`src/rtl/ra_pkg.sv`:
```
// Shared widths, register numbers and bus structs for the register access stage
// Stack addresses are flat, with no segment base added
// Operand kind OPK_MODRM is the only kind that takes its number from ModRM

package ra_pkg;

    localparam int WORD_W  = 32;
    localparam int NUM_GPR = 8;
    localparam int REG_W   = $clog2(NUM_GPR);

    typedef logic [WORD_W-1:0] word_t;
    typedef logic [REG_W-1:0]  reg_num_t;
    typedef logic [2:0]        opk_t;
    typedef logic [1:0]        size_t;

    // Bit 1 pop, bit 0 push
    typedef logic [1:0]        stack_op_t;

    // General register numbers with a fixed role
    localparam reg_num_t REG_ESP = 3'd4;
    localparam reg_num_t REG_ESI = 3'd6;
    localparam reg_num_t REG_EDI = 3'd7;

    // Operand kind that reads ModRM bits 2..0
    localparam opk_t OPK_MODRM = 3'd4;

    // Operand size codes
    localparam size_t SZ_NONE  = 2'd0;
    localparam size_t SZ_BYTE  = 2'd1;
    localparam size_t SZ_WORD  = 2'd2;
    localparam size_t SZ_DWORD = 2'd3;

    typedef struct packed {
        size_t     size;
        opk_t      op0_kind;
        opk_t      op1_kind;
        reg_num_t  op0_reg;
        reg_num_t  op1_reg;
        logic [7:0] modrm;
        stack_op_t stack_op;
        logic      movs;
        logic      writes_op0;
    } dec_req_t;

    typedef struct packed {
        reg_num_t op0_reg;
        reg_num_t op1_reg;
        word_t    op0_val;
        word_t    op1_val;
        word_t    stack_addr;
        word_t    esi;
        word_t    edi;
    } ra_out_t;

    typedef struct packed {
        logic     en;
        reg_num_t num;
        word_t    data;
    } wb_req_t;

endpackage

```
`src/rtl/operand_select.sv`:
```
// Resolves operand register numbers and tracks pending general register writes
// One busy bit per register, set at acceptance and cleared by writeback
// Every writeback is expected to match an earlier set, flush drops all of them

`timescale 1ns/1ps

module operand_select (
    input  logic             clk,
    input  logic             rst_n,
    input  logic             flush,
    input  ra_pkg::dec_req_t d_req,
    input  logic             accept,
    input  ra_pkg::wb_req_t  wb,
    output ra_pkg::reg_num_t op0_num,
    output ra_pkg::reg_num_t op1_num,
    output logic             hazard
);

    logic [ra_pkg::NUM_GPR-1:0] busy_q;
    logic                       use_modrm0;
    logic                       use_modrm1;
    logic                       op_busy;
    logic                       esp_busy;
    logic                       str_busy;

    // ModRM r/m field replaces the request's own register number
    assign use_modrm0 = (d_req.op0_kind == ra_pkg::OPK_MODRM);
    assign use_modrm1 = (d_req.op1_kind == ra_pkg::OPK_MODRM);

    assign op0_num = use_modrm0 ? d_req.modrm[2:0] : d_req.op0_reg;
    assign op1_num = use_modrm1 ? d_req.modrm[2:0] : d_req.op1_reg;

    // Registers the instruction touches
    assign op_busy  = busy_q[op0_num] | busy_q[op1_num];
    assign esp_busy = (d_req.stack_op != '0) & busy_q[ra_pkg::REG_ESP];
    assign str_busy = d_req.movs & (busy_q[ra_pkg::REG_ESI] | busy_q[ra_pkg::REG_EDI]);

    assign hazard = op_busy | esp_busy | str_busy;

    // Scoreboard
    always_ff @(posedge clk or negedge rst_n) begin
        if (!rst_n) begin
            busy_q <= '0;
        end else if (flush) begin
            busy_q <= '0;
        end else begin
            if (wb.en) begin
                busy_q[wb.num] <= 1'b0;
            end
            // A new pending write outranks a clear of the same register
            if (accept && d_req.writes_op0) begin
                busy_q[op0_num] <= 1'b1;
            end
        end
    end

    // Writeback must retire a write that was actually issued
    property p_wb_clears_busy;
        @(posedge clk) disable iff (!rst_n)
        wb.en |-> busy_q[wb.num];
    endproperty

    a_wb_clears_busy : assert property (p_wb_clears_busy)
        else $error("writeback to r%0d with no pending write", wb.num);

endmodule

```
`src/rtl/pointer_update.sv`:
```
// Speculative working ESP for push and pop, plus MOVS pointer step
// Working ESP follows any writeback to ESP, flush reloads the committed value
// If both stack_op bits are set the request is treated as a pop

`timescale 1ns/1ps

module pointer_update (
    input  logic             clk,
    input  logic             rst_n,
    input  logic             flush,
    input  logic             df,
    input  ra_pkg::dec_req_t d_req,
    input  logic             accept,
    input  ra_pkg::wb_req_t  wb,
    input  ra_pkg::word_t    commit_esp,
    input  ra_pkg::word_t    cur_esi,
    input  ra_pkg::word_t    cur_edi,
    output ra_pkg::word_t    stack_addr,
    output ra_pkg::word_t    next_esi,
    output ra_pkg::word_t    next_edi
);

    ra_pkg::word_t esp_q;
    ra_pkg::word_t stack_step;
    ra_pkg::word_t push_esp;
    ra_pkg::word_t pop_esp;
    ra_pkg::word_t str_delta;
    logic          is_pop;
    logic          is_push;
    logic          wb_esp;

    assign is_pop  = d_req.stack_op[1];
    assign is_push = d_req.stack_op[0] & ~is_pop;
    assign wb_esp  = wb.en && (wb.num == ra_pkg::REG_ESP);

    // Words move the stack by 2, everything else by 4
    assign stack_step = (d_req.size == ra_pkg::SZ_WORD) ? 32'd2 : 32'd4;
    assign push_esp   = esp_q - stack_step;
    assign pop_esp    = esp_q + stack_step;

    // Push addresses the new top, pop and non-stack ops the current one
    assign stack_addr = is_push ? push_esp : esp_q;

    always_ff @(posedge clk or negedge rst_n) begin
        if (!rst_n) begin
            esp_q <= '0;
        end else if (wb_esp) begin
            esp_q <= wb.data;
        end else if (flush) begin
            esp_q <= commit_esp;
        end else if (accept && is_pop) begin
            esp_q <= pop_esp;
        end else if (accept && is_push) begin
            esp_q <= push_esp;
        end
    end

    // String pointer step by operand size
    always_comb begin
        case (d_req.size)
            ra_pkg::SZ_NONE:  str_delta = 32'd0;
            ra_pkg::SZ_BYTE:  str_delta = 32'd1;
            ra_pkg::SZ_WORD:  str_delta = 32'd2;
            ra_pkg::SZ_DWORD: str_delta = 32'd4;
        endcase
    end

    // DF set walks the strings downwards
    assign next_esi = df ? (cur_esi - str_delta) : (cur_esi + str_delta);
    assign next_edi = df ? (cur_edi - str_delta) : (cur_edi + str_delta);

    property p_esp_step;
        @(posedge clk) disable iff (!rst_n)
        (accept && (is_push || is_pop) && !wb_esp && !flush) |=>
            ((esp_q - $past(esp_q)) inside
                {32'd2, 32'd4, 32'hffff_fffe, 32'hffff_fffc});
    endproperty

    a_esp_step : assert property (p_esp_step)
        else $error("working ESP moved by an illegal amount");

endmodule

```
`src/rtl/gpr_file.sv`:
```
// Eight 32-bit general registers, all cleared at reset
// One full width writeback port plus the MOVS update of ESI and EDI
// Writeback wins when both hit the same register

`timescale 1ns/1ps

module gpr_file (
    input  logic                                clk,
    input  logic                                rst_n,
    input  ra_pkg::wb_req_t                     wb,
    input  logic                                str_en,
    input  ra_pkg::word_t                       next_esi,
    input  ra_pkg::word_t                       next_edi,
    output ra_pkg::word_t [ra_pkg::NUM_GPR-1:0] regs
);

    logic wb_hits_str;

    assign wb_hits_str = wb.en &&
        ((wb.num == ra_pkg::REG_ESI) || (wb.num == ra_pkg::REG_EDI));

    always_ff @(posedge clk or negedge rst_n) begin
        if (!rst_n) begin
            regs <= '0;
        end else begin
            // String pointer step of an accepted MOVS
            if (str_en) begin
                regs[ra_pkg::REG_ESI] <= next_esi;
                regs[ra_pkg::REG_EDI] <= next_edi;
            end
            // Later assignment takes priority
            if (wb.en) begin
                regs[wb.num] <= wb.data;
            end
        end
    end

    // Scoreboard keeps MOVS away from a pending ESI or EDI write
    property p_no_str_wb_clash;
        @(posedge clk) disable iff (!rst_n)
        !(str_en && wb_hits_str);
    endproperty

    a_no_str_wb_clash : assert property (p_no_str_wb_clash)
        else $error("MOVS step and writeback to r%0d on the same edge", wb.num);

endmodule

```
`src/rtl/operand_stage.sv`:
```
// Valid/ready handshake and the single output register of the stage
// r_out holds its value until taken, flush drops a pending item
// ESI and EDI in the result are the values before the MOVS step

`timescale 1ns/1ps

module operand_stage (
    input  logic                                clk,
    input  logic                                rst_n,
    input  logic                                flush,
    input  logic                                d_valid,
    input  ra_pkg::dec_req_t                    d_req,
    input  logic                                hazard,
    input  ra_pkg::reg_num_t                    op0_num,
    input  ra_pkg::reg_num_t                    op1_num,
    input  ra_pkg::word_t [ra_pkg::NUM_GPR-1:0] regs,
    input  ra_pkg::word_t                       stack_addr,
    output logic                                d_ready,
    output logic                                accept,
    output logic                                str_en,
    output logic                                r_valid,
    input  logic                                r_ready,
    output ra_pkg::ra_out_t                     r_out
);

    ra_pkg::ra_out_t out_d;

    // Room when empty or draining, and nothing accepted on a flush cycle
    assign d_ready = !flush && (!r_valid || r_ready) && !hazard;
    assign accept  = d_valid && d_ready;
    assign str_en  = accept && d_req.movs;

    always_comb begin
        out_d.op0_reg    = op0_num;
        out_d.op1_reg    = op1_num;
        out_d.op0_val    = regs[op0_num];
        out_d.op1_val    = regs[op1_num];
        out_d.stack_addr = stack_addr;
        out_d.esi        = regs[ra_pkg::REG_ESI];
        out_d.edi        = regs[ra_pkg::REG_EDI];
    end

    always_ff @(posedge clk or negedge rst_n) begin
        if (!rst_n) begin
            r_valid <= 1'b0;
        end else if (flush) begin
            r_valid <= 1'b0;
        end else if (accept) begin
            r_valid <= 1'b1;
        end else if (r_ready) begin
            r_valid <= 1'b0;
        end
    end

    always_ff @(posedge clk or negedge rst_n) begin
        if (!rst_n) begin
            r_out <= '0;
        end else if (accept) begin
            r_out <= out_d;
        end
    end

    property p_hold_under_stall;
        @(posedge clk) disable iff (!rst_n)
        (r_valid && !r_ready) |=> $stable(r_out);
    endproperty

    a_hold_under_stall : assert property (p_hold_under_stall)
        else $error("r_out changed while stalled");

endmodule

```
`src/rtl/ra_top.sv`:
```
// Register access stage, decoded request in, operand values out
// One instruction per cycle when the next stage keeps r_ready high
// Writeback port is full width only, no byte or word merge

`timescale 1ns/1ps

module ra_top (
    input  logic             clk,
    input  logic             rst_n,
    input  logic             flush,
    input  logic             df,
    input  logic             d_valid,
    output logic             d_ready,
    input  ra_pkg::dec_req_t d_req,
    output logic             r_valid,
    input  logic             r_ready,
    output ra_pkg::ra_out_t  r_out,
    input  ra_pkg::wb_req_t  wb
);

    logic                                    accept;
    logic                                    hazard;
    logic                                    str_en;
    ra_pkg::reg_num_t                        op0_num;
    ra_pkg::reg_num_t                        op1_num;
    ra_pkg::word_t                           stack_addr;
    ra_pkg::word_t                           next_esi;
    ra_pkg::word_t                           next_edi;
    ra_pkg::word_t [ra_pkg::NUM_GPR-1:0]     regs;

    // Register numbers and write scoreboard
    operand_select u_operand_select (
        .clk     (clk),
        .rst_n   (rst_n),
        .flush   (flush),
        .d_req   (d_req),
        .accept  (accept),
        .wb      (wb),
        .op0_num (op0_num),
        .op1_num (op1_num),
        .hazard  (hazard)
    );

    // Working ESP and string pointer step
    pointer_update u_pointer_update (
        .clk        (clk),
        .rst_n      (rst_n),
        .flush      (flush),
        .df         (df),
        .d_req      (d_req),
        .accept     (accept),
        .wb         (wb),
        .commit_esp (regs[ra_pkg::REG_ESP]),
        .cur_esi    (regs[ra_pkg::REG_ESI]),
        .cur_edi    (regs[ra_pkg::REG_EDI]),
        .stack_addr (stack_addr),
        .next_esi   (next_esi),
        .next_edi   (next_edi)
    );

    gpr_file u_gpr_file (
        .clk      (clk),
        .rst_n    (rst_n),
        .wb       (wb),
        .str_en   (str_en),
        .next_esi (next_esi),
        .next_edi (next_edi),
        .regs     (regs)
    );

    // Handshake and output register
    operand_stage u_operand_stage (
        .clk        (clk),
        .rst_n      (rst_n),
        .flush      (flush),
        .d_valid    (d_valid),
        .d_req      (d_req),
        .hazard     (hazard),
        .op0_num    (op0_num),
        .op1_num    (op1_num),
        .regs       (regs),
        .stack_addr (stack_addr),
        .d_ready    (d_ready),
        .accept     (accept),
        .str_en     (str_en),
        .r_valid    (r_valid),
        .r_ready    (r_ready),
        .r_out      (r_out)
    );

endmodule

```
`config.mk`:
```
export PLATFORM = sky130hd
export DESIGN_NAME = ra_top
export DESIGN_NICKNAME = d
export VERILOG_FILES = /design/src/rtl/ra_pkg.sv /design/src/rtl/operand_select.sv /design/src/rtl/pointer_update.sv /design/src/rtl/gpr_file.sv /design/src/rtl/operand_stage.sv /design/src/rtl/ra_top.sv
export SDC_FILE = /design/constraint.sdc
export NUM_CORES = 1
export LEC_CHECK = 0
export ABC_AREA = 1
export ABC_CLOCK_PERIOD_IN_PS = 4000
export BUFFER_PORTS_ARGS = -buffer_cell sky130_fd_sc_hd__buf_4
export CAP_MARGIN = 20
export CORE_ASPECT_RATIO = 1.1
export CORE_MARGIN = 2
export CORE_UTILIZATION = 26
export DETAILED_ROUTE_END_ITERATION = 16
export PLACE_DENSITY = 0.41
export SLEW_MARGIN = 10
export SYNTH_ARGS = -nofsm -noshare
export SYNTH_HDL_FRONTEND = slang
export SYNTH_HIERARCHICAL = 1
export SYNTH_SLANG_ARGS = --single-unit
```
`constraint.sdc`:
```
create_clock -name clk -period 4 [get_ports clk]
set_input_delay 0.2 -clock clk [delete_from_list [all_inputs] [get_ports clk]]
set_output_delay 0.2 -clock clk [all_outputs]
set_load 0.005 [all_outputs]
```
# Word-level counts from Yosys, hierarchy flattened
# Cells that the tools add are included.
# word_totals
rom_bits	0
register_bits	463
mem_count	0
out_inout_bits	168
latch_bits	0
mem_bits_rw	0
word_cells	99
# op_classes
n_bitwise	11
magnitude_cmp	5
n_eq_ne	6
n_shift	0
div	0
mul	0
muxes	35
addsub	6
reduce_logical	18
# ops
operator	count
$mux 32	10
$bwmux 256	1
$mux 256	1
$bmux 32 s3	2
$pmux 32 s4	1
$add 32x32->32	3
$demux 32 s3	1
$sub 32x32->32	3
$mux 64	1
$mux 8	4
$lt 3x4->1 const B	3
$logic_and 1x1->1	10
$eq 3x3->1 const B	3
$mux 3	3
$and 8x8->8	1
$not 8->8	1
$or 8x8->8	1
$mux 1	7
$bmux 1 s3	2
$demux 1 s3	2
$ge 3x1->1 const B	2
$eq 2x2->1 const B	2
$or 1x1->1	4
$reduce_bool 4->1	1
other kinds (8)	12

# Logic depth before layout (Yosys ltp)
# Gate-level depths: netlist of run 1.
# depth
word_depth	15
depth_mapped	25

# Cells and area by module
# The synthesis of run 1 kept the hierarchy.
# by_module_without_submodules
module	area_per_inst_um2	seq_area_each_um2	instances	cells_each
operand_stage	11531.1	4179.0	1	1897
gpr_file	10781.6	6406.1	1	1351
pointer_update	8688.3	800.8	1	1626
operand_select	763.2	200.2	1	131

# Least setup slack after synthesis of run 1
# No wires, ideal clock.
# synth_path
path_type	input to register
from	input d_req[24] (netlist name)
to	register u_gpr_file/regs[208] (netlist name)
path_slack_ns	1.364
cell_stages	16
n_path_buf	0
required_time_ns	3.883
arrival_time_ns	2.519
setup_time_ns	0.117
cell_sequence	inv_1 -> ha_1 -> inv_1 -> nand2_4 -> ha_1 -> a21oi_1 -> o21ai_0 -> a21boi_0 -> nand2_1 -> nand2_1 -> nand2_1 -> xor2_1 -> nand2_1 -> nand2_1 -> nand2_1 -> nand2_1
# synth_via
elab_chain_len	7
# synth_rtl
item	line_no	source
start, declared	ra_top.sv:14	input ra_pkg::dec_req_t d_req,
$eq 2x2->1, or another cell as far along	pointer_update.sv:60	case (d_req.size)
$pmux 32 s4 (*)	pointer_update.sv:60	
$add 32x32->32 / $sub 32x32->32 (equally long branches)	pointer_update.sv:69	assign next_esi = df ? (cur_esi - str_delta) : (cur_esi + str_delta);
$mux 32 (*)	pointer_update.sv:69	
net next_esi[16]	ra_top.sv:27	ra_pkg::word_t next_esi;
$mux 64 (*)	gpr_file.sv:27	if (str_en) begin
$bwmux 256	gpr_file.sv:33	regs[wb.num] <= wb.data;
$mux 256 (*)	gpr_file.sv:32	if (wb.en) begin
end signal, assigned by index	gpr_file.sv:28	regs[ra_pkg::REG_ESI] <= next_esi;
end signal, assigned by index	gpr_file.sv:29	regs[ra_pkg::REG_EDI] <= next_edi;
end signal, assigned by index	gpr_file.sv:33	
end, declared	gpr_file.sv:14	output ra_pkg::word_t [ra_pkg::NUM_GPR-1:0] regs
# The timed path passes the listed nets; every way through them passes the cells marked *. The select of a mux whose other input is x is not followed.
# A chain may end at the register's enable or synchronous reset.

# Worst setup path after layout of run 1
# layout_path
from	input d_req[17] (netlist name)
to	register u_gpr_file/regs[250] (netlist name)
# layout_via
elab_chain_len	13
# layout_rtl
item	line_no	source
$mux 3 (*)	operand_select.sv:30	assign op0_num = use_modrm0 ? d_req.modrm[2:0] : d_req.op0_reg;
net op0_num[2]	ra_top.sv:24	ra_pkg::reg_num_t op0_num;
$bmux 1 s3 (*)	operand_select.sv:34	assign op_busy = busy_q[op0_num] | busy_q[op1_num];
$mux 1 (not written as such) (*)	operand_select.sv:34	
$or 1x1->1 (*)	operand_select.sv:34	
$or 1x1->1 (*) (2 in series)	operand_select.sv:38	assign hazard = op_busy | esp_busy | str_busy;
net hazard	ra_top.sv:22	logic hazard;
$logic_not 1->1 (*)	operand_stage.sv:29	assign d_ready = !flush && (!r_valid || r_ready) && !hazard;
$logic_and 1x1->1 (*)	operand_stage.sv:29	
$logic_and 1x1->1 (*)	operand_stage.sv:30	assign accept = d_valid && d_ready;
$logic_and 1x1->1 (*)	operand_stage.sv:31	assign str_en = accept && d_req.movs;
net str_en	ra_top.sv:23	logic str_en;
$mux 64 (*)	gpr_file.sv:27	
$bwmux 256	gpr_file.sv:33	
$mux 256 (*)	gpr_file.sv:32	
# Marked as above.

==> results.sh, run 1 <==
export IMPL_clockBufferDepth=3
export IMPL_drc=0
export IMPL_ir_worst_vdd_uv=311
export IMPL_start_util_pct=26.2
export IMPL_layout_worst_path_cycle_share_pct=84.9
export IMPL_cp_max_fo=37
export IMPL_htree_levels=2
export IMPL_reg2reg_slack_ps=1110
export IMPL_synth_edf_count=0
export IMPL_worstSetupPathType="in2reg"
export IMPL_cp_required_ps=4610
export IMPL_final_cell_area_sq_um=37300
export IMPL_fin_worst_skew_ps=20.9
export IMPL_startpoint_type="input pin"
export IMPL_yosys_warnings=6
export IMPL_synth_seq_cells=463
export IMPL_antenna_cells=0
export IMPL_grt_max_degree=122
export IMPL_track_usage_pct=22.6
export IMPL_synthesis_nets=5146
export IMPL_worstRegToRegCells=16
export IMPL_cp_data_arrival_time_ps=4010
export IMPL_dpl_hpwl_mm=101
export IMPL_grt_pass1_vias=31600
export IMPL_finalSetupTns_ps=0
export IMPL_num_rows=134
export IMPL_final_cell_mix="2242 x nand2_1, 724 x nand3_1, 475 x inv_1"
export IMPL_max_clock_freq_ghz=0.295
export IMPL_max_slew_margin_pct=27.3
export IMPL_routed_via_density=4.80
export IMPL_hp_class="in2reg"
export IMPL_status="completed"
export IMPL_clock_sinks=463
export IMPL_grt_overflow_total=0
export IMPL_maxSlewViolCount=0
export IMPL_total_power_mw=23.3
export IMPL_gp_congestion=0.907
export IMPL_end_kind="flip-flop"
export IMPL_vias=32700
export IMPL_syn_inst=5005
export IMPL_grt_pass1_wl_mm=213
export IMPL_powerDensity_nw_per_um2=625
export IMPL_hold_viol=0
export IMPL_areaGrowthSynthToFinish_pct=17.5
export IMPL_wire_per_inst_um=21.1
export IMPL_numPortBuffers=230
export IMPL_hold_slack_ps=37.3
export IMPL_cts_tree="yes"
export IMPL_drive_above_1_share_pct=9.26
export IMPL_setup_violations=0
export IMPL_leakage_nw=19.8
export IMPL_initialDrtViolationCount=2795
export IMPL_worst_pin_slew_ps=1090
export IMPL_postRouteAntennaNets=0
export IMPL_totalWireLength_mm=144
export IMPL_core_area_sq_um=121000
export IMPL_avgSynthCellArea_sq_um=6.35
export IMPL_die_w_um=337
export IMPL_cts_root_buf="clkbuf_16"
export IMPL_antenna_found_initial=1
export IMPL_syn_area_sq_um=31800
export IMPL_maxCapViolCount=0
export IMPL_period_minus_slack_ps=3390
export IMPL_ioPinCount=236
export IMPL_clkSlewWorstSetupHoldPaths_ps=60
export IMPL_final_nets=5264
export IMPL_synth_distinct_cells=50
export IMPL_final_common_cell="nand2_1"
export IMPL_grt_setup_unrepaired="false"
export IMPL_chipHeight_um=371
export IMPL_clk_latency_ps=680
export IMPL_dpl_cell_area_sq_um=34800
export IMPL_synthFlopType="dfrtp_1"
export IMPL_ys_seq_area_share_pct=36.5
export IMPL_firstDrtPassIters=5
export IMPL_die_area_sq_um=125000
export IMPL_async_flop_share_pct=100
export IMPL_hold_path_depth=6
export IMPL_cts_buffers=60
==> where the power goes <==
| group | switching [mW] | internal [mW] | total [mW] |
|---|---|---|---|
| Combinational | 6.43 | 3.60 | 10.0 |
| Clock | 2.40 | 3.42 | 5.82 |
| Sequential | 1.40 | 6.09 | 7.48 |
==> cells by family (layout without fill, tap and decap cells) <==
family / Yosys count / in the layout / share of synthesized area (%)
XOR/XNOR: 58 / 58 / 1.60
flip-flops: 463 / 463 / 36.5
AO/OA/AOI/OAI: 340 / 340 / 5.93
AND/OR/NAND/NOR: 3290 / 3290 / 42.7
adder cells (fa/ha/maj): 73 / 73 / 2.95
buffers and inverters: 781 / 946 / 10.4
==> metal layers <==
| metal | global-route usage, % | vias up | wire [um] |
|---|---|---|---|
| met5 | 0 | - | 0 |
| met4 | 4.96 | 0 | 2950 |
| met3 | 2.08 | 155 | 6380 |
| met2 | 37.9 | 855 | 68000 |
| met1 | 31.3 | 15800 | 66400 |
| li1 | - | 15900 | - |
==> timing repair <==
| action | in CTS | in global routing |
|---|---|---|
| endpoints found under the hold margin | 358 | 0 |
| gates resized for setup | 0 | 0 |
| setup endpoints to repair | 0 | 0 |
| setup buffers | 0 | 0 |
| hold buffers | 46 | 0 |
==> through the flow <==
| step | setup WS (ps) | utilization, % | std cells |
|---|---|---|---|
| global placement | 650 | 28.7 | 6647 |
| global route | 275 | 30.8 | 6802 |
| CTS | 583 | 30.8 | 6802 |
| floorplan | 1360 | - | 5005 |
| detailed placement | 603 | 28.7 | 6647 |
| finish | 605 | 30.8 | 6802 |
==> Yosys cell counts (all sizes together) (14+ instances only) <==
cell type     n  area [sq um]
a21oi        81           405
nand2      2271          8590
nor3         25           136
nor2        236           973
inv         489          1840
nand3       726          3640
nand4        16           100
o211ai       14           105
o21ai       182           911
ha           70           876
buf         198          1070
dfrtp       463         11600
xor2         50           438
clkbuf       91           380
a31oi        17           106
==> path summary, 6_finish.rpt <==
check / start / end
min in group asynchronous: rst_n / u_operand_stage/r_out[99]
hold reg to reg: flip-flop / flip-flop
hold / removal: d_req[5] / u_operand_select/busy_q[5]
setup / recovery: d_req[17] / u_gpr_file/regs[250]
setup reg to reg: u_operand_select/busy_q[4] / u_gpr_file/regs[214]
max in group asynchronous: rst_n / u_operand_stage/r_out[12]
==> cell type report <==
cell class,count,area (sq um)
fill,13600,83900
inverter,492,1860
clock inverter,27,335
sequential,463,11600
multi-input combinational,3761,17000
clock buffer,82,1710
timing repair buffer,345,2840
tap,1632,2040
==> critical path, cell delays in order <==
cell and delay, ps:
dlygate4sd3_1 550, buf_4 140, nand2_2 60, nand2_2 50
dlygate4sd3_1 600, nor2_2 190, nand3_1 100, nand3_1 110
nor2_1 40, nand2_1 80, nor2_1 60, nand2_1 110
inv_2 70, nand2_8 230, nor2_4 110, inv_2 470
buf_4 480, nand2_1 100, nand2_1 70, nand2_1 50
nand2_1 80
(Power assumes the default switching activity.)
==> run 2, diff against run 1 <==
- ABC_CLOCK_PERIOD_IN_PS: 4000 -> 3090
- PLACE_DENSITY: 0.41 -> 0.42
- clock period: 4 -> 3.09 ns (I/O delays scaled with it)
==> run 2 against run 1 <==
Clock power up 32%. Clock-buffer cell count grew 5. Worst setup slack lost 380 ps. Non-clock buffer count grew 54. Worst hold slack worse by 29 ps. Critical path type unchanged. Final area grew 1.8%. Wire length fell by 1.5%. Critical path depth fell by 4. Largest cell class unchanged. Clock skew shrank 0.67 ps. Sequential share of layout area fell by 0.55 points.
==> results.sh, run 2 (synthesis gave the netlist of run 1 again) <==
export IMPL_status="completed"
export IMPL_clockBufferDepth=3
export IMPL_num_rows=134
export IMPL_cts_root_buf="clkbuf_16"
export IMPL_grt_pass1_vias=31700
export IMPL_clock_sinks=463
export IMPL_cts_buffers=59
export IMPL_cp_required_ps=3630
export IMPL_regArea_sq_um=11600
export IMPL_startpoint_type="input pin"
export IMPL_final_nets=5317
export IMPL_track_usage_pct=22.1
export IMPL_final_cell_area_sq_um=38000
export IMPL_total_power_mw=30.6
export IMPL_ioPinCount=236
export IMPL_chipHeight_um=371
export IMPL_maxSlewViolCount=0
export IMPL_wire_per_inst_um=20.6
export IMPL_multiInputGateArea_sq_um=17000
export IMPL_cp_data_arrival_time_ps=3400
export IMPL_max_clock_freq_ghz=0.349
export IMPL_clk_latency_ps=670
export IMPL_drc=0
export IMPL_numPortBuffers=230
export IMPL_hold_viol=0
export IMPL_firstDrtPassIters=5
export IMPL_cp_max_fo=35
export IMPL_max_slew_margin_pct=34.6
export IMPL_leakage_nw=20.1
export IMPL_period_minus_slack_ps=2860
export IMPL_cts_tree="yes"
export IMPL_final_cell_mix="2244 x nand2_1, 724 x nand3_1, 475 x inv_1"
export IMPL_end_kind="flip-flop"
export IMPL_crit_start="d_req[17]"
export IMPL_core_area_sq_um=121000
export IMPL_initialDrtViolationCount=2818
export IMPL_nFillCells=13400
export IMPL_reg2reg_slack_ps=610
export IMPL_setup_violations=0
export IMPL_hold_slack_ps=8.21
export IMPL_die_w_um=337
export IMPL_vias=32800
export IMPL_postRouteAntennaNets=0
export IMPL_final_common_cell="nand2_1"
export IMPL_layout_worst_path_cycle_share_pct=92.7
export IMPL_areaGrowthSynthToFinish_pct=19.6
export IMPL_finalSetupTns_ps=0
export IMPL_grt_overflow_total=0
export IMPL_grt_max_degree=157
export IMPL_final_util_pct=31.3
export IMPL_routed_via_density=4.79
export IMPL_totalWireLength_mm=142
export IMPL_worstSetupPathType="in2reg"
export IMPL_antenna_found_initial=2
export IMPL_clkSlewWorstSetupHoldPaths_ps=60
export IMPL_die_area_sq_um=125000
export IMPL_dpl_hpwl_mm=101
export IMPL_grt_setup_unrepaired="false"
export IMPL_gp_congestion=0.874
export IMPL_endpoint="u_operand_stage/r_valid"
export IMPL_powerDensity_nw_per_um2=806
export IMPL_rr_endpoint="u_gpr_file/regs[220]"
export IMPL_grt_pass1_wl_mm=209
export IMPL_worst_pin_slew_ps=982
export IMPL_r2r_start="u_gpr_file/regs[201]"
export IMPL_start_util_pct=26.2
export IMPL_htree_levels=2
export IMPL_hp_class="in2reg"
export IMPL_ir_worst_vdd_uv=452
export IMPL_fin_worst_skew_ps=20.2
export IMPL_dpl_cell_area_sq_um=35300
export IMPL_worstRegToRegCells=14
export IMPL_drive_above_1_share_pct=10.1
export IMPL_maxCapViolCount=0
==> run 2: per-layer routing <==
layer | part of all wire (%) | wire [um] | track usage (%) | vias up
li1 | - | - | - | 16000
met1 | 45 | 64100 | 30.0 | 15700
met2 | 47 | 67100 | 37.4 | 924
met3 | 5.0 | 7020 | 2.58 | 176
met4 | 2.3 | 3320 | 5.27 | 0
met5 | 0 | 0 | 0 | -
==> run 2: metrics by stage <==
step                instances  setup slack (ps)
floorplan                5005               500
global placement         6694              77.4
detailed placement       6694              64.2
CTS                      6854               158
global route             6854              31.5
finish                   6855               227
==> run 2: worst max-delay path, cell delays in order <==
cell and delay [ps]:
dlygate4sd3_1 540, buf_4 140, nand2_2 60, nand2_2 50
dlygate4sd3_1 610, nor2_4 160, nand3_1 80, nand3_1 90
nor2_1 40, nand2_1 100, nor2_2 60, nand2_1 90
inv_2 70, nand2_8 100, buf_4 350, o21ai_0 130
dlygate4sd3_1 580
==> run 2: timing repair <==
action	in CTS	in global routing
setup endpoints to repair	0	25
hold buffers	53	0
gates resized for setup	0	5
setup buffers	0	1
endpoints found under the hold margin	759	0
==> run 2: worst min-delay path by stage <==
| stage | startpoint | end | slack (ps) | cells after the start |
|---|---|---|---|---|
| floorplan | rst_n | async pin | -140 | 0 |
| global placement | rst_n | u_operand_select/busy_q[7] | 80 | 1 |
| detailed placement | rst_n | u_operand_select/busy_q[7] | 80 | 1 |
| CTS | d_req[23] | u_operand_select/busy_q[7] | 6 | 6 |
| global route | d_req[5] | u_operand_select/busy_q[5] | 30 | 6 |
| finish | d_req[5] | u_operand_select/busy_q[5] | 8 | 6 |
==> run 2: where the power goes <==
group          switching, mW  internal [mW]  leakage [nW]
combinational           8.33           4.86          13.2
clock                   2.99           4.68          1.04
sequential              1.87           7.88          5.87
total                   13.2           17.4          20.1
==> run 2: layout make-up <==
cell class / instances / area share (%)
diodes: 1 / 0.00659
clock buffers: 87 / 4.67
clock inverters: 20 / 0.879
inverters: 492 / 4.88
multi-input cells: 3761 / 44.6
flip-flops and latches: 463 / 30.5
well taps: 1632 / 5.37
repair buffers: 399 / 9.05
==> run 3, diff against run 2 <==
- CORE_ASPECT_RATIO: 1.1 -> unset
- CORE_MARGIN: 2 -> 1.5
==> run 3 against run 2 <==
Clock power up 2%. First-iteration DRC count rose by 11%. Clock skew up 10 ps. Critical path type is now reg2reg. Via count is 0.61% higher. Final area is 0.61% higher. Non-clock buffer count grew 20.
==> results.sh, run 3 (synthesis gave the netlist of run 1 again) <==
export IMPL_status="completed"
export IMPL_cp_data_arrival_time_ps=3350
export IMPL_areaGrowthSynthToFinish_pct=20.3
export IMPL_grt_pass1_wl_mm=210
export IMPL_nFillCells=13600
export IMPL_final_common_cell="nand2_1"
export IMPL_vias=33000
export IMPL_maxSlewViolCount=0
export IMPL_wire_per_inst_um=20.4
export IMPL_grt_pass1_vias=32100
export IMPL_worst_pin_slew_ps=1080
export IMPL_final_cell_area_sq_um=38200
export IMPL_leakage_nw=20.3
export IMPL_ioPinCount=236
export IMPL_die_w_um=353
export IMPL_antenna_found_initial=4
export IMPL_end_kind="flip-flop"
export IMPL_period_minus_slack_ps=2800
export IMPL_routed_via_density=4.80
export IMPL_setup_violations=0
export IMPL_hold_slack_ps=25.0
export IMPL_max_clock_freq_ghz=0.358
export IMPL_clk_latency_ps=640
export IMPL_cts_root_buf="clkbuf_16"
export IMPL_maxCapViolCount=0
export IMPL_powerDensity_nw_per_um2=810
export IMPL_ir_worst_vdd_uv=380
export IMPL_fin_worst_skew_ps=30.3
export IMPL_post_place_cells=6714
export IMPL_dpl_cell_area_sq_um=35600
export IMPL_htree_levels=3
export IMPL_cp_required_ps=3640
export IMPL_totalWireLength_mm=140
export IMPL_total_power_mw=31.0
export IMPL_worstSetupPathType="reg2reg"
export IMPL_max_slew_margin_pct=28.2
export IMPL_postRouteAntennaNets=0
export IMPL_hp_class="in2reg"
export IMPL_clock_sinks=463
export IMPL_grt_max_degree=152
export IMPL_worstRegToRegCells=15
export IMPL_track_usage_pct=22.1
export IMPL_gp_congestion=0.912
export IMPL_die_area_sq_um=124000
export IMPL_ctsResizeCount=0
export IMPL_final_cell_mix="2244 x nand2_1, 724 x nand3_1, 475 x inv_1"
export IMPL_grt_setup_unrepaired="false"
export IMPL_layout_worst_path_cycle_share_pct=90.5
export IMPL_start_util_pct=26.1
export IMPL_hold_viol=0
export IMPL_cts_tree="yes"
export IMPL_postCtsSetupBuffers=0
export IMPL_finalSetupTns_ps=0
export IMPL_hold_path_depth=6
export IMPL_fin_cells=6881
export IMPL_clockBufferDepth=3
export IMPL_core_area_sq_um=122000
export IMPL_cp_max_fo=30
export IMPL_numPortBuffers=230
export IMPL_final_nets=5344
export IMPL_firstDrtPassIters=6
export IMPL_startpoint_type="flip-flop"
export IMPL_grt_overflow_total=0
export IMPL_clkSlewWorstSetupHoldPaths_ps=60
export IMPL_hold_buffers=46
export IMPL_drc=0
export IMPL_chipHeight_um=353
export IMPL_drive_above_1_share_pct=10.6
export IMPL_num_rows=128
export IMPL_cts_buffers=66
export IMPL_initialDrtViolationCount=3125
export IMPL_dpl_hpwl_mm=100
-- run 3: cell count changes in the layout (fill, tap and decap cells not counted), sizes merged --
| cell | previous run | this run |
|---|---|---|
| buf | 348 | 373 |
| bufinv | 9 | 5 |
| clkbuf | 87 | 93 |
| clkinv | 13 | 20 |
| clkinvlp | 2 | 1 |
| diode | 1 | 2 |
| dlygate4sd3 | 51 | 46 |
| inv | 488 | 492 |
-- run 3: metal layers --
layer / vias to the layer above / routed length [um] / global-route usage [%]
li1: 16100 / - / -
met1: 15800 / 65900 / 31.2
met2: 1053 / 63800 / 35.7
met3: 162 / 7520 / 2.34
met4: 0 / 3150 / 5.55
met5: - / 0 / 0
-- run 3: final cells by class --
cell class	instances	area, sq um	area share (%)
multi-input combinational	3761	17000	44.3
antenna	2	5.00	0.0131
clock inverter	26	299	0.782
timing repair buffer	419	3590	9.40
tap	1625	2030	5.32
clock buffer	93	1900	4.98
inverter	492	1860	4.85
sequential	463	11600	30.3
-- run 3: path summary, 6_finish.rpt --
path,start,to,slack (ps)
min in group asynchronous,rst_n,async pin,180
max in group asynchronous,rst_n,u_operand_stage/r_valid,1950
worst min register to register,flip-flop,flip-flop,470
worst max register to register,u_operand_select/busy_q[6],u_operand_select/busy_q[5],290
worst max-delay path,u_operand_select/busy_q[6],u_operand_select/busy_q[5],290
worst min-delay path,d_req[5],u_operand_select/busy_q[1],20
-- run 3: worst max-delay path: stages (launching register included) --
cell           delay, ps
dfrtp_1              400
o21ai_0              210
nand3_1              110
nor2_1               100
nand2_1               90
nor2_1               110
nand2_1               70
inv_2                100
nand2_8               90
clkinv_2             110
buf_12               220
nand2_1              150
nor2_2               200
nand2_1               80
dlygate4sd3_1        570
a21oi_1              120
-- run 3: where the power goes --
group	leakage [nW]	switching, mW	internal, mW	total (mW)
sequential	5.87	1.88	7.88	9.76
clock	1.09	3.12	4.73	7.85
combinational	13.3	8.30	5.04	13.3
total	20.3	13.3	17.7	31.0
-- run 3: through the flow --
stage	util [%]	setup WS, ps
floorplan	-	500
global placement	29.3	131
detailed placement	29.3	111
CTS	31.4	226
global route	31.4	17.6
finish	31.4	293
